File: config.mk
export PLATFORM = sky130hd
export DESIGN_NAME = hood_top
export DESIGN_NICKNAME = d
export VERILOG_FILES = /design/src/rtl/clock_pkg.sv /design/src/rtl/hood_pkg.sv /design/src/rtl/hood_mode_fsm.sv /design/src/rtl/time_keeper.sv /design/src/rtl/countdown_timer.sv /design/src/rtl/display_select.sv /design/src/rtl/hood_top.sv
export SDC_FILE = /design/constraint.sdc
export NUM_CORES = 1
export LEC_CHECK = 0
export BUFFER_PORTS_ARGS = -buffer_cell sky130_fd_sc_hd__clkbuf_2
export CORE_MARGIN = 3
export CORE_UTILIZATION = 58
export DETAILED_ROUTE_END_ITERATION = 7
export HOLD_SLACK_MARGIN = 0.12
export PLACE_DENSITY = 0.76
export SYNTH_ARGS = -nofsm -noshare
export SYNTH_HDL_FRONTEND = slang
export SYNTH_HIERARCHICAL = 1
export SYNTH_SLANG_ARGS = --single-unit
File: constraint.sdc
create_clock -name clk -period 5.8 [get_ports clk]
set_input_delay 0 -clock clk [delete_from_list [all_inputs] [get_ports clk]]
set_output_delay 0 -clock clk [all_outputs]
set_load 0.05 [all_outputs]
File: src/rtl/clock_pkg.sv
`default_nettype none

package clock_pkg;

    typedef logic [23:0] bcd_time_t; // hh mm ss, hour on top

    localparam logic [7:0]  HOUR_MAX         = 8'h23;
    localparam logic [7:0]  MINSEC_MAX       = 8'h59;
    localparam logic [7:0]  WORK_HOUR_MAX    = 8'h99;
    localparam logic [31:0] TICK_DIV_DEFAULT = 32'd100_000_000; // 1 s at 100 MHz

    // two-digit bcd increment, wraps to 00 after max
    function automatic logic [7:0] bcd_inc8(input logic [7:0] v, input logic [7:0] max);
        if (v == max)
            return 8'h00;
        if (v[3:0] == 4'h9)
            return {v[7:4] + 4'h1, 4'h0};
        return v + 8'h01;
    endfunction

    // one second forward, carries into min and hour
    function automatic bcd_time_t time_inc(input bcd_time_t t, input logic [7:0] hour_max);
        bcd_time_t r;
        r = t;
        r[7:0] = bcd_inc8(t[7:0], MINSEC_MAX);
        if (t[7:0] == MINSEC_MAX) begin
            r[15:8] = bcd_inc8(t[15:8], MINSEC_MAX);
            if (t[15:8] == MINSEC_MAX)
                r[23:16] = bcd_inc8(t[23:16], hour_max);
        end
        return r;
    endfunction

endpackage

`default_nettype wire

File: src/rtl/hood_pkg.sv
`default_nettype none

package hood_pkg;

    typedef enum logic [3:0] {
        MODE_SHUTDOWN,
        MODE_STANDBY,
        MODE_MENU,
        MODE_ONE,
        MODE_TWO,
        MODE_STORM,
        MODE_CLEAN,
        MODE_SEARCH,
        MODE_SEARCH_WORK,
        MODE_SEARCH_REMIND,
        MODE_SET_HOUR,
        MODE_SET_MIN,
        MODE_SET_SEC
    } hood_mode_e;

    // low byte of the display word
    typedef enum logic [7:0] {
        TAG_WORK   = 8'd1,
        TAG_REMIND = 8'd3,
        TAG_STORM  = 8'd4,
        TAG_CLEAN  = 8'd5,
        TAG_NOW    = 8'd6
    } disp_tag_e;

    localparam logic [7:0]  STORM_LOAD   = 8'h60;   // bcd 60
    localparam logic [11:0] CLEAN_LOAD   = 12'h180; // bcd 180
    localparam logic [23:0] REMIND_RESET = 24'h100000;

endpackage

`default_nettype wire

File: src/rtl/hood_mode_fsm.sv
`default_nettype none

module hood_mode_fsm import clock_pkg::*; import hood_pkg::*; (
    input  logic       clk,
    input  logic       rst,
    input  logic       key_a,
    input  logic       key_s,
    input  logic       key_d,
    input  logic       key_w,
    input  logic       key_x,
    input  logic       count_done,
    output hood_mode_e mode,
    output bcd_time_t  remind_time
);

    hood_mode_e mode_nxt;
    logic       armed;      // first key of a power sequence seen
    logic       arm_set;
    logic       storm_used;

    always_comb begin
        mode_nxt = mode;
        arm_set  = 1'b0;
        case (mode)
            MODE_SHUTDOWN: begin
                if (armed && key_d)
                    mode_nxt = MODE_STANDBY;
                else if (key_a)
                    arm_set = 1'b1;
            end
            MODE_STANDBY: begin
                if (armed && key_a)
                    mode_nxt = MODE_SHUTDOWN;
                else if (key_d)
                    arm_set = 1'b1;
                else if (key_w)
                    mode_nxt = MODE_MENU;
                else if (key_x)
                    mode_nxt = MODE_SEARCH;
            end
            MODE_MENU: begin
                if (key_a)
                    mode_nxt = MODE_ONE;
                else if (key_s)
                    mode_nxt = MODE_TWO;
                else if (key_d && !storm_used)
                    mode_nxt = MODE_STORM;
                else if (key_x)
                    mode_nxt = MODE_CLEAN;
            end
            MODE_ONE, MODE_TWO: begin
                if (key_s)
                    mode_nxt = MODE_TWO;
                else if (key_w)
                    mode_nxt = MODE_STANDBY;
            end
            MODE_STORM, MODE_CLEAN: begin
                if (count_done)
                    mode_nxt = MODE_STANDBY; // countdown over
            end
            MODE_SEARCH: begin
                if (key_a)
                    mode_nxt = MODE_SEARCH_WORK;
                else if (key_d)
                    mode_nxt = MODE_SEARCH_REMIND;
                else if (key_w)
                    mode_nxt = MODE_STANDBY;
            end
            MODE_SEARCH_WORK: begin
                if (key_w)
                    mode_nxt = MODE_SEARCH;
            end
            MODE_SEARCH_REMIND: begin
                if (key_w)
                    mode_nxt = MODE_SEARCH;
                else if (key_x)
                    mode_nxt = MODE_SET_HOUR;
            end
            MODE_SET_HOUR: if (key_s) mode_nxt = MODE_SET_MIN;
            MODE_SET_MIN:  if (key_s) mode_nxt = MODE_SET_SEC;
            MODE_SET_SEC:  if (key_s) mode_nxt = MODE_SEARCH_REMIND;
            default:       mode_nxt = MODE_STANDBY;
        endcase
    end

    always_ff @(posedge clk or negedge rst) begin
        if (!rst) begin
            mode        <= MODE_STANDBY;
            armed       <= 1'b0;
            storm_used  <= 1'b0;
            remind_time <= REMIND_RESET;
        end else begin
            mode <= mode_nxt;
            if (mode_nxt != mode)
                armed <= 1'b0; // any mode change drops the arm
            else if (arm_set)
                armed <= 1'b1;

            if (mode == MODE_SHUTDOWN)
                storm_used <= 1'b0;
            else if (mode_nxt == MODE_STORM && mode != MODE_STORM)
                storm_used <= 1'b1;

            if (mode == MODE_SHUTDOWN) begin
                remind_time <= REMIND_RESET;
            end else if (key_a) begin
                case (mode)
                    MODE_SET_HOUR: remind_time[23:16] <= bcd_inc8(remind_time[23:16], HOUR_MAX);
                    MODE_SET_MIN:  remind_time[15:8]  <= bcd_inc8(remind_time[15:8], MINSEC_MAX);
                    MODE_SET_SEC:  remind_time[7:0]   <= bcd_inc8(remind_time[7:0], MINSEC_MAX);
                    default:       remind_time        <= remind_time;
                endcase
            end
        end
    end

endmodule

`default_nettype wire

File: src/rtl/time_keeper.sv
`default_nettype none

module time_keeper import clock_pkg::*; import hood_pkg::*; #(
    parameter logic [31:0] tick_div = TICK_DIV_DEFAULT
) (
    input  logic       clk,
    input  logic       rst,
    input  hood_mode_e mode,
    output logic       tick,
    output bcd_time_t  now_time,
    output bcd_time_t  work_time
);

    logic [31:0] div_cnt;
    logic        powered;
    logic        working;

    assign powered = (mode != MODE_SHUTDOWN);
    assign working = (mode == MODE_ONE) || (mode == MODE_TWO) || (mode == MODE_STORM);

    // prescaler, restarts while shut down
    always_ff @(posedge clk or negedge rst) begin
        if (!rst) begin
            div_cnt <= '0;
            tick    <= 1'b0;
        end else if (!powered) begin
            div_cnt <= '0;
            tick    <= 1'b0;
        end else if (div_cnt == tick_div - 32'd1) begin
            div_cnt <= '0;
            tick    <= 1'b1;
        end else begin
            div_cnt <= div_cnt + 32'd1;
            tick    <= 1'b0;
        end
    end

    always_ff @(posedge clk or negedge rst) begin
        if (!rst) begin
            now_time  <= '0;
            work_time <= '0;
        end else if (!powered) begin
            now_time  <= '0;
            work_time <= '0;
        end else if (tick) begin
            now_time <= time_inc(now_time, HOUR_MAX); // rolls over after 23:59:59
            if (working)
                work_time <= time_inc(work_time, WORK_HOUR_MAX);
        end
    end

endmodule

`default_nettype wire

File: src/rtl/countdown_timer.sv
`default_nettype none

module countdown_timer import hood_pkg::*; (
    input  logic        clk,
    input  logic        rst,
    input  hood_mode_e  mode,
    input  logic        tick,
    output logic [11:0] count,
    output logic        count_done
);

    hood_mode_e prev_mode;
    logic       loaded;   // count holds a live countdown
    logic       timed;
    logic       entry;

    assign timed      = (mode == MODE_STORM) || (mode == MODE_CLEAN);
    assign entry      = timed && (mode != prev_mode);
    assign count_done = loaded && (count == 12'h000);

    // three-digit bcd decrement, caller keeps it above zero
    function automatic logic [11:0] bcd_dec12(input logic [11:0] v);
        if (v[3:0] != 4'h0)
            return {v[11:4], v[3:0] - 4'h1};
        if (v[7:4] != 4'h0)
            return {v[11:8], v[7:4] - 4'h1, 4'h9};
        return {v[11:8] - 4'h1, 8'h99};
    endfunction

    always_ff @(posedge clk or negedge rst) begin
        if (!rst) begin
            prev_mode <= MODE_STANDBY;
            count     <= '0;
            loaded    <= 1'b0;
        end else begin
            prev_mode <= mode;
            if (entry) begin
                count  <= (mode == MODE_STORM) ? {4'h0, STORM_LOAD} : CLEAN_LOAD;
                loaded <= 1'b1;
            end else if (count_done || !timed) begin
                loaded <= 1'b0; // fsm leaves on this edge
            end else if (tick && count != 12'h000) begin
                count <= bcd_dec12(count);
            end
        end
    end

endmodule

`default_nettype wire

File: src/rtl/display_select.sv
`default_nettype none

module display_select import clock_pkg::*; import hood_pkg::*; (
    input  logic        clk,
    input  logic        rst,
    input  hood_mode_e  mode,
    input  bcd_time_t   now_time,
    input  bcd_time_t   work_time,
    input  bcd_time_t   remind_time,
    input  logic [11:0] count,
    input  logic        light_dip,
    output logic [31:0] display_word,
    output logic        light_on
);

    logic powered_q;

    assign light_on = powered_q & light_dip;

    always_ff @(posedge clk or negedge rst) begin
        if (!rst) begin
            display_word <= {24'h0, TAG_NOW};
            powered_q    <= 1'b1; // reset lands in standby
        end else begin
            powered_q <= (mode != MODE_SHUTDOWN);
            case (mode)
                MODE_SEARCH_WORK:   display_word <= {work_time, TAG_WORK};
                MODE_SEARCH_REMIND,
                MODE_SET_HOUR,
                MODE_SET_MIN,
                MODE_SET_SEC:       display_word <= {remind_time, TAG_REMIND};
                MODE_STORM:         display_word <= {now_time, count[7:0]}; // remaining secs
                MODE_CLEAN:         display_word <= {20'h0, count};
                default:            display_word <= {now_time, TAG_NOW};
            endcase
        end
    end

endmodule

`default_nettype wire

File: src/rtl/hood_top.sv
`default_nettype none

module hood_top import clock_pkg::*; import hood_pkg::*; #(
    parameter logic [31:0] tick_div = TICK_DIV_DEFAULT
) (
    input  logic        clk,
    input  logic        rst,
    input  logic        key_a,
    input  logic        key_s,
    input  logic        key_d,
    input  logic        key_w,
    input  logic        key_x,
    input  logic        light_dip,
    output logic [31:0] display_word,
    output logic        light_on
);

    hood_mode_e  mode;
    bcd_time_t   remind_time;
    bcd_time_t   now_time;
    bcd_time_t   work_time;
    logic        tick;
    logic [11:0] count;
    logic        count_done;

    hood_mode_fsm u_hood_mode_fsm (
        .clk         (clk),
        .rst         (rst),
        .key_a       (key_a),
        .key_s       (key_s),
        .key_d       (key_d),
        .key_w       (key_w),
        .key_x       (key_x),
        .count_done  (count_done),
        .mode        (mode),
        .remind_time (remind_time)
    );

    time_keeper #(
        .tick_div (tick_div)
    ) u_time_keeper (
        .clk       (clk),
        .rst       (rst),
        .mode      (mode),
        .tick      (tick),
        .now_time  (now_time),
        .work_time (work_time)
    );

    countdown_timer u_countdown_timer (
        .clk        (clk),
        .rst        (rst),
        .mode       (mode),
        .tick       (tick),
        .count      (count),
        .count_done (count_done)
    );

    display_select u_display_select (
        .clk          (clk),
        .rst          (rst),
        .mode         (mode),
        .now_time     (now_time),
        .work_time    (work_time),
        .remind_time  (remind_time),
        .count        (count),
        .light_dip    (light_dip),
        .display_word (display_word),
        .light_on     (light_on)
    );

endmodule

`default_nettype wire

==> summary by stage <==
Run status
The flow ran to the end, and the final reports show no timing, DRC or antenna violations.

Placement
Once detailed placement completed, the half-perimeter wirelength came to between 15000 and 20000 µm. In this run the tool buffered the top-level ports with 40 buffer cells. The final RePlAce weighted congestion is slightly below 0.9.

At the placement stage, the worst setup path has a slack of roughly 2.8 ns.

Logic synthesis
The post-synthesis instance area is approximately 9900 µm². The simple logic cell fraction of the synthesized area is 0.248. Of the total synthesized cell area, the portion taken by XOR and XNOR cells is 0.0231. The number of warnings printed during yosys synthesis is 6. Counting every net in the synthesized netlist gives roughly 1100. The fraction of the yosys area taken by sequential cells is 0.409.

The synthesized area divided by synthesized cell count is between 9 and 10 µm². The count of flip-flops with a built-in enable after synthesis is 0. After synthesis, the largest family of logic cells by area is simple AND/OR/NAND/NOR gates. Of the total synthesized cell area, the portion taken by full adders, half adders and majority gates is 0.0532. Of all flip-flops after synthesis, the portion carrying an async set or reset was 1.00. The complex-gate fraction of the synthesized area is 0.202. After synthesis, the netlist uses between 80 and 90 different library cells. Synthesis handed over a netlist of between 1000 and 1500 instances. The most common flop cell mapped by yosys is sky130_fd_sc_hd__dfrtp_1. The total of flip-flops plus latches after synthesis is approximately 160.

The share of synthesized area spent on multiplexers is 0.0167.

Routing
The vias per cell is roughly 6.4. In this run the remaining antenna-violating nets after routing total 0. The total number of vias is about 8400. After detailed routing, the total wire length is around 23000 µm.

In the detailed route, the total length drawn on met3 is approximately 1200 µm. The routed length on met1 is between 10000 and 15000 µm. The length of routed met2 wiring is between 10000 and 15000 µm.

The highest routed metal layer is met4. After the first detailed-routing iteration, the DRC count stood at 617. For this run, the detailed router's first-pass iteration total came to 5. Dividing the detail-routed wire length by the instance count gives 17.6 µm. For this run, design rule violations remaining after detail routing come to 0.

Worst setup path
Traced cell by cell, the critical path runs through nor2_1 -> a31oi_2 -> o32ai_1 -> or4_4 -> or4_4 -> a211oi_2. For this design, the slowest cell found on the critical path is sky130_fd_sc_hd__dfstp_2. Data on the critical path is required at its endpoint by 6.13 ns. The biggest cell delay along the critical path is slightly above 1 ns.

The endpoint class of the critical path is a flip-flop. Across all register-to-register paths, the minimum setup slack is between 2 and 3 ns. For the worst setup path, the data arrival time is around 3.4 ns.

The worst setup path is launched from a flip-flop. The launching point of the worst reg2reg path is u_hood_mode_fsm/mode[0]. Along the worst path, the maximum fanout reaches 41. The endpoint identified for the worst register-to-register timing path is u_hood_mode_fsm/armed. The worst setup path is of the flip-flop to flip-flop kind. The worst register-to-register path has a depth of 6. The cell repeated most along the worst path is sky130_fd_sc_hd__or4_4.

Power and ir drop
For this design the static power due to leakage is 4.50 nW. The maximum resistive drop on vdd is 0.327 mV. Overall power consumption after layout is estimated at ~4.4 mW. The power density over cell area is 412 nW/µm².

Timing
Derived from the worst setup path, the maximum achievable clock frequency is 0.332 GHz. On the final layout, the worst hold slack is roughly 0.18 ns. Summed over all failing endpoints, the final setup total negative slack is 0 ns.

The clock tree skew after final layout is 0.0134 ns. Setup violations remaining at the end of the flow were counted as 0. The headroom to the max-slew limit is 0.230.

For the finished layout, the period the worst path requires is 3.02 ns. The count of final max-slew check failures is 0. In the finished design, the share of the clock period the worst path needs comes to 0.520. Setup repair after global routing left no endpoint under its margin. The number of hold violations in the final report is 0. The worst path setup slack after routing is around 2.8 ns. The slew at the pin closest to its max-slew limit is approximately 1.2 ns.

Clocking
After clock tree synthesis, the clock-pin slew on the worst setup and hold paths is ~0.06 ns. The number of buffers created by CTS is 17. The number of H-tree branching levels is 4. The clock tree root buffer cell is sky130_fd_sc_hd__clkbuf_16. No sink is reached through more buffers than the 2 on the longest clock path. At the later pin of the worst-skew pair, clock insertion delay measures ~0.43 ns.

The clock net in this run drives a total of between 150 and 200 sinks. The TritonCTS clock tree is yes. The post-CTS setup buffer count is 0.

Floorplan
From left edge to right edge, the die measures between 100 and 150 µm. The height of the die is 136 µm. The standard-cell row count is 47. The I/O pin total is between 40 and 50. The initial utilization of the core area, before any placement, comes to 0.593.

The region available for standard cell placement spans approximately 17000 µm². The floorplan step defined a die boundary enclosing approximately 19000 µm².

Flow run
The max-capacitance violation count is 0.

Cells and area
The layout overhead on the synthesized area is 9.10%. Of the cells placed in the final design, the portion with a size suffix greater than 1 is 0.122. The number of antenna cells inserted is 0. At the end of the flow, the number of nets in the layout was between 1000 and 1500. The share of the core filled with cells is 0.647. The filler cell count in the final layout is roughly 1300.

Worst hold path
The path class of the tightest hold or removal check is input port to asynchronous set/reset pin.

Global routing
The first-pass GRT wire length is 38100 µm. The initial antenna violation count was 0. Across every metal layer, demand over resource in global routing totals 0.252. The maximum number of pins on one net before global-route repair is 85.

For this run the aggregate overflow at the end of global routing stands at 0. The via count of the first global-routing pass is 7643.
## cells in the final DEF (no fill, tap or decap), types with 6 or more instances in the layout
| cell type | count |
|---|---|
| sky130_fd_sc_hd__nand4b_1 | 6 |
| sky130_fd_sc_hd__buf_4 | 10 |
| sky130_fd_sc_hd__nand2b_1 | 15 |
| sky130_fd_sc_hd__and3b_1 | 9 |
| sky130_fd_sc_hd__and2_1 | 27 |
| sky130_fd_sc_hd__clkbuf_2 | 39 |
| sky130_fd_sc_hd__nor4_1 | 9 |
| sky130_fd_sc_hd__a2bb2oi_1 | 6 |
| sky130_fd_sc_hd__xor2_1 | 7 |
| sky130_fd_sc_hd__nand3_1 | 46 |
| sky130_fd_sc_hd__clkbuf_16 | 17 |
| sky130_fd_sc_hd__a21oi_1 | 50 |
| sky130_fd_sc_hd__or3_1 | 22 |
| sky130_fd_sc_hd__a221o_1 | 24 |
| sky130_fd_sc_hd__nor3_1 | 30 |
| sky130_fd_sc_hd__nand3b_1 | 8 |
| sky130_fd_sc_hd__o21ai_0 | 59 |
| sky130_fd_sc_hd__dfrtp_1 | 155 |
| sky130_fd_sc_hd__dfstp_2 | 6 |
| sky130_fd_sc_hd__and4_1 | 8 |
| sky130_fd_sc_hd__and3_1 | 12 |
| sky130_fd_sc_hd__or4_1 | 17 |
| sky130_fd_sc_hd__nand2_1 | 70 |
| sky130_fd_sc_hd__o31ai_1 | 25 |
| sky130_fd_sc_hd__o41ai_1 | 8 |
| sky130_fd_sc_hd__nor3b_1 | 8 |
| sky130_fd_sc_hd__a211oi_1 | 28 |
| sky130_fd_sc_hd__a31oi_1 | 10 |
| sky130_fd_sc_hd__mux2_2 | 12 |
| sky130_fd_sc_hd__inv_1 | 53 |
| sky130_fd_sc_hd__nor2_1 | 67 |
| sky130_fd_sc_hd__ha_1 | 42 |
| sky130_fd_sc_hd__nand4_1 | 17 |
| sky130_fd_sc_hd__xnor2_1 | 19 |
## worst max-delay path by stage
stage | startpoint | end | slack (ns)
floorplan | u_countdown_timer/count[0] | u_hood_mode_fsm/storm_used | 3.31
global placement | u_hood_mode_fsm/mode[0] | u_hood_mode_fsm/armed | 2.88
detailed placement | u_hood_mode_fsm/mode[0] | u_hood_mode_fsm/armed | 2.82
CTS | u_hood_mode_fsm/mode[0] | u_hood_mode_fsm/armed | 2.81
global route | u_countdown_timer/count[0] | u_hood_mode_fsm/armed | 2.55
finish | u_hood_mode_fsm/mode[0] | u_hood_mode_fsm/armed | 2.78
## through the flow
step / instances / area, µm²
global route: 1305 / 10800
detailed placement: 1270 / 10200
CTS: 1305 / 10800
floorplan: 1057 / 9870
finish: 1305 / 10800
global placement: 1270 / 10200
## metal layers
| metal | global-route usage | vias up |
|---|---|---|
| li1 | - | 4010 |
| met1 | 0.359 | 4081 |
| met2 | 0.394 | 286 |
| met3 | 0.0496 | 24 |
| met4 | 0.0661 | 0 |
| met5 | 0 | - |
## registers in the layout (all words and copies together) (netlist names)
| name | flops |
|---|---|
| u_countdown_timer/count | 12 |
| u_hood_mode_fsm/remind_time | 24 |
| u_hood_mode_fsm/mode | 4 |
| u_time_keeper/tick | 1 |
| u_hood_mode_fsm/armed | 1 |
| u_display_select/display_word | 32 |
| u_time_keeper/div_cnt | 32 |
| u_display_select/powered_q | 1 |
| u_countdown_timer/loaded | 1 |
| u_countdown_timer/prev_mode | 4 |
| u_time_keeper/now_time | 24 |
| u_time_keeper/work_time | 24 |
| u_hood_mode_fsm/storm_used | 1 |
## repair_timing
action,4_1_cts,5_1_grt
hold buffers,3,0
gates resized for setup,0,0
hold endpoints to repair,85,0
## kinds of logic (layout without fill, tap and decap cells)
| group | count (synthesis) | count (layout) |
|---|---|---|
| buffers and inverters | 110 | 138 |
| AO/OA/AOI/OAI | 284 | 284 |
| adder cells (fa/ha/maj) | 42 | 42 |
| multiplexers | 15 | 15 |
| flip-flops | 161 | 161 |
| XOR/XNOR | 26 | 26 |
| AND/OR/NAND/NOR | 419 | 419 |
## critical path, delay by kind of cell (launching register included)
family	cells	cell delay, ns
simple gates	3	1.34
compound gates	3	0.57
flops	1	1.01
## synth_stat cells, types with 5 or more instances
cell / number / area share
sky130_fd_sc_hd__nand3_1: 46 / 0.023
sky130_fd_sc_hd__or4_1: 17 / 0.013
sky130_fd_sc_hd__dfrtp_1: 155 / 0.39
sky130_fd_sc_hd__a21oi_1: 50 / 0.025
sky130_fd_sc_hd__nor3b_1: 8 / 0.0061
sky130_fd_sc_hd__dfstp_2: 6 / 0.016
sky130_fd_sc_hd__nor4_1: 9 / 0.0057
sky130_fd_sc_hd__inv_1: 53 / 0.020
sky130_fd_sc_hd__xor2_1: 7 / 0.0062
sky130_fd_sc_hd__buf_1: 5 / 0.0019
sky130_fd_sc_hd__a21o_1: 5 / 0.0038
sky130_fd_sc_hd__xnor2_1: 19 / 0.017
sky130_fd_sc_hd__and4_1: 8 / 0.0071
sky130_fd_sc_hd__nand4b_1: 6 / 0.0053
sky130_fd_sc_hd__o41ai_1: 8 / 0.0071
sky130_fd_sc_hd__a2bb2oi_1: 6 / 0.0053
sky130_fd_sc_hd__nor2_1: 67 / 0.025
sky130_fd_sc_hd__buf_2: 10 / 0.0051
sky130_fd_sc_hd__nand2_1: 70 / 0.027
sky130_fd_sc_hd__o221ai_1: 5 / 0.0044
sky130_fd_sc_hd__or2_2: 5 / 0.0032
sky130_fd_sc_hd__a211oi_1: 28 / 0.021
sky130_fd_sc_hd__o2111ai_1: 5 / 0.0044
sky130_fd_sc_hd__a221o_1: 24 / 0.024
sky130_fd_sc_hd__a31oi_1: 10 / 0.0063
sky130_fd_sc_hd__o22ai_1: 5 / 0.0032
sky130_fd_sc_hd__nand3b_1: 8 / 0.0061
sky130_fd_sc_hd__mux2_2: 12 / 0.014
sky130_fd_sc_hd__o31ai_1: 25 / 0.019
sky130_fd_sc_hd__nor2b_1: 5 / 0.0032
sky130_fd_sc_hd__and2_1: 27 / 0.017
sky130_fd_sc_hd__a32o_1: 5 / 0.0051
sky130_fd_sc_hd__and3b_1: 9 / 0.0080
sky130_fd_sc_hd__ha_1: 42 / 0.053
sky130_fd_sc_hd__and3_1: 12 / 0.0076
sky130_fd_sc_hd__nand4_1: 17 / 0.011
sky130_fd_sc_hd__clkbuf_1: 34 / 0.013
sky130_fd_sc_hd__o21ai_0: 59 / 0.030
sky130_fd_sc_hd__or3_1: 22 / 0.014
sky130_fd_sc_hd__nand2b_1: 15 / 0.0095
sky130_fd_sc_hd__nor3_1: 31 / 0.016
## cell type report
cell class / instances / area (µm²) / share of cell area
Timing Repair Buffer: 53 / 312 / 0.0289
Tap cell: 220 / 275 / 0.0256
Inverter: 53 / 199 / 0.0185
Clock buffer: 23 / 488 / 0.0453
Clock inverter: 9 / 81.3 / 0.00755
Multi-Input combinational cell: 786 / 5380 / 0.500
Sequential cell: 161 / 4040 / 0.375
## where the power goes
group	leakage (nW)	internal, mW	switching, mW
registers	2.18	1.32	0.275
clock network	0.275	0.634	0.440
logic	2.05	0.615	1.15
Note: power is estimated with default switching activity, not from simulation.
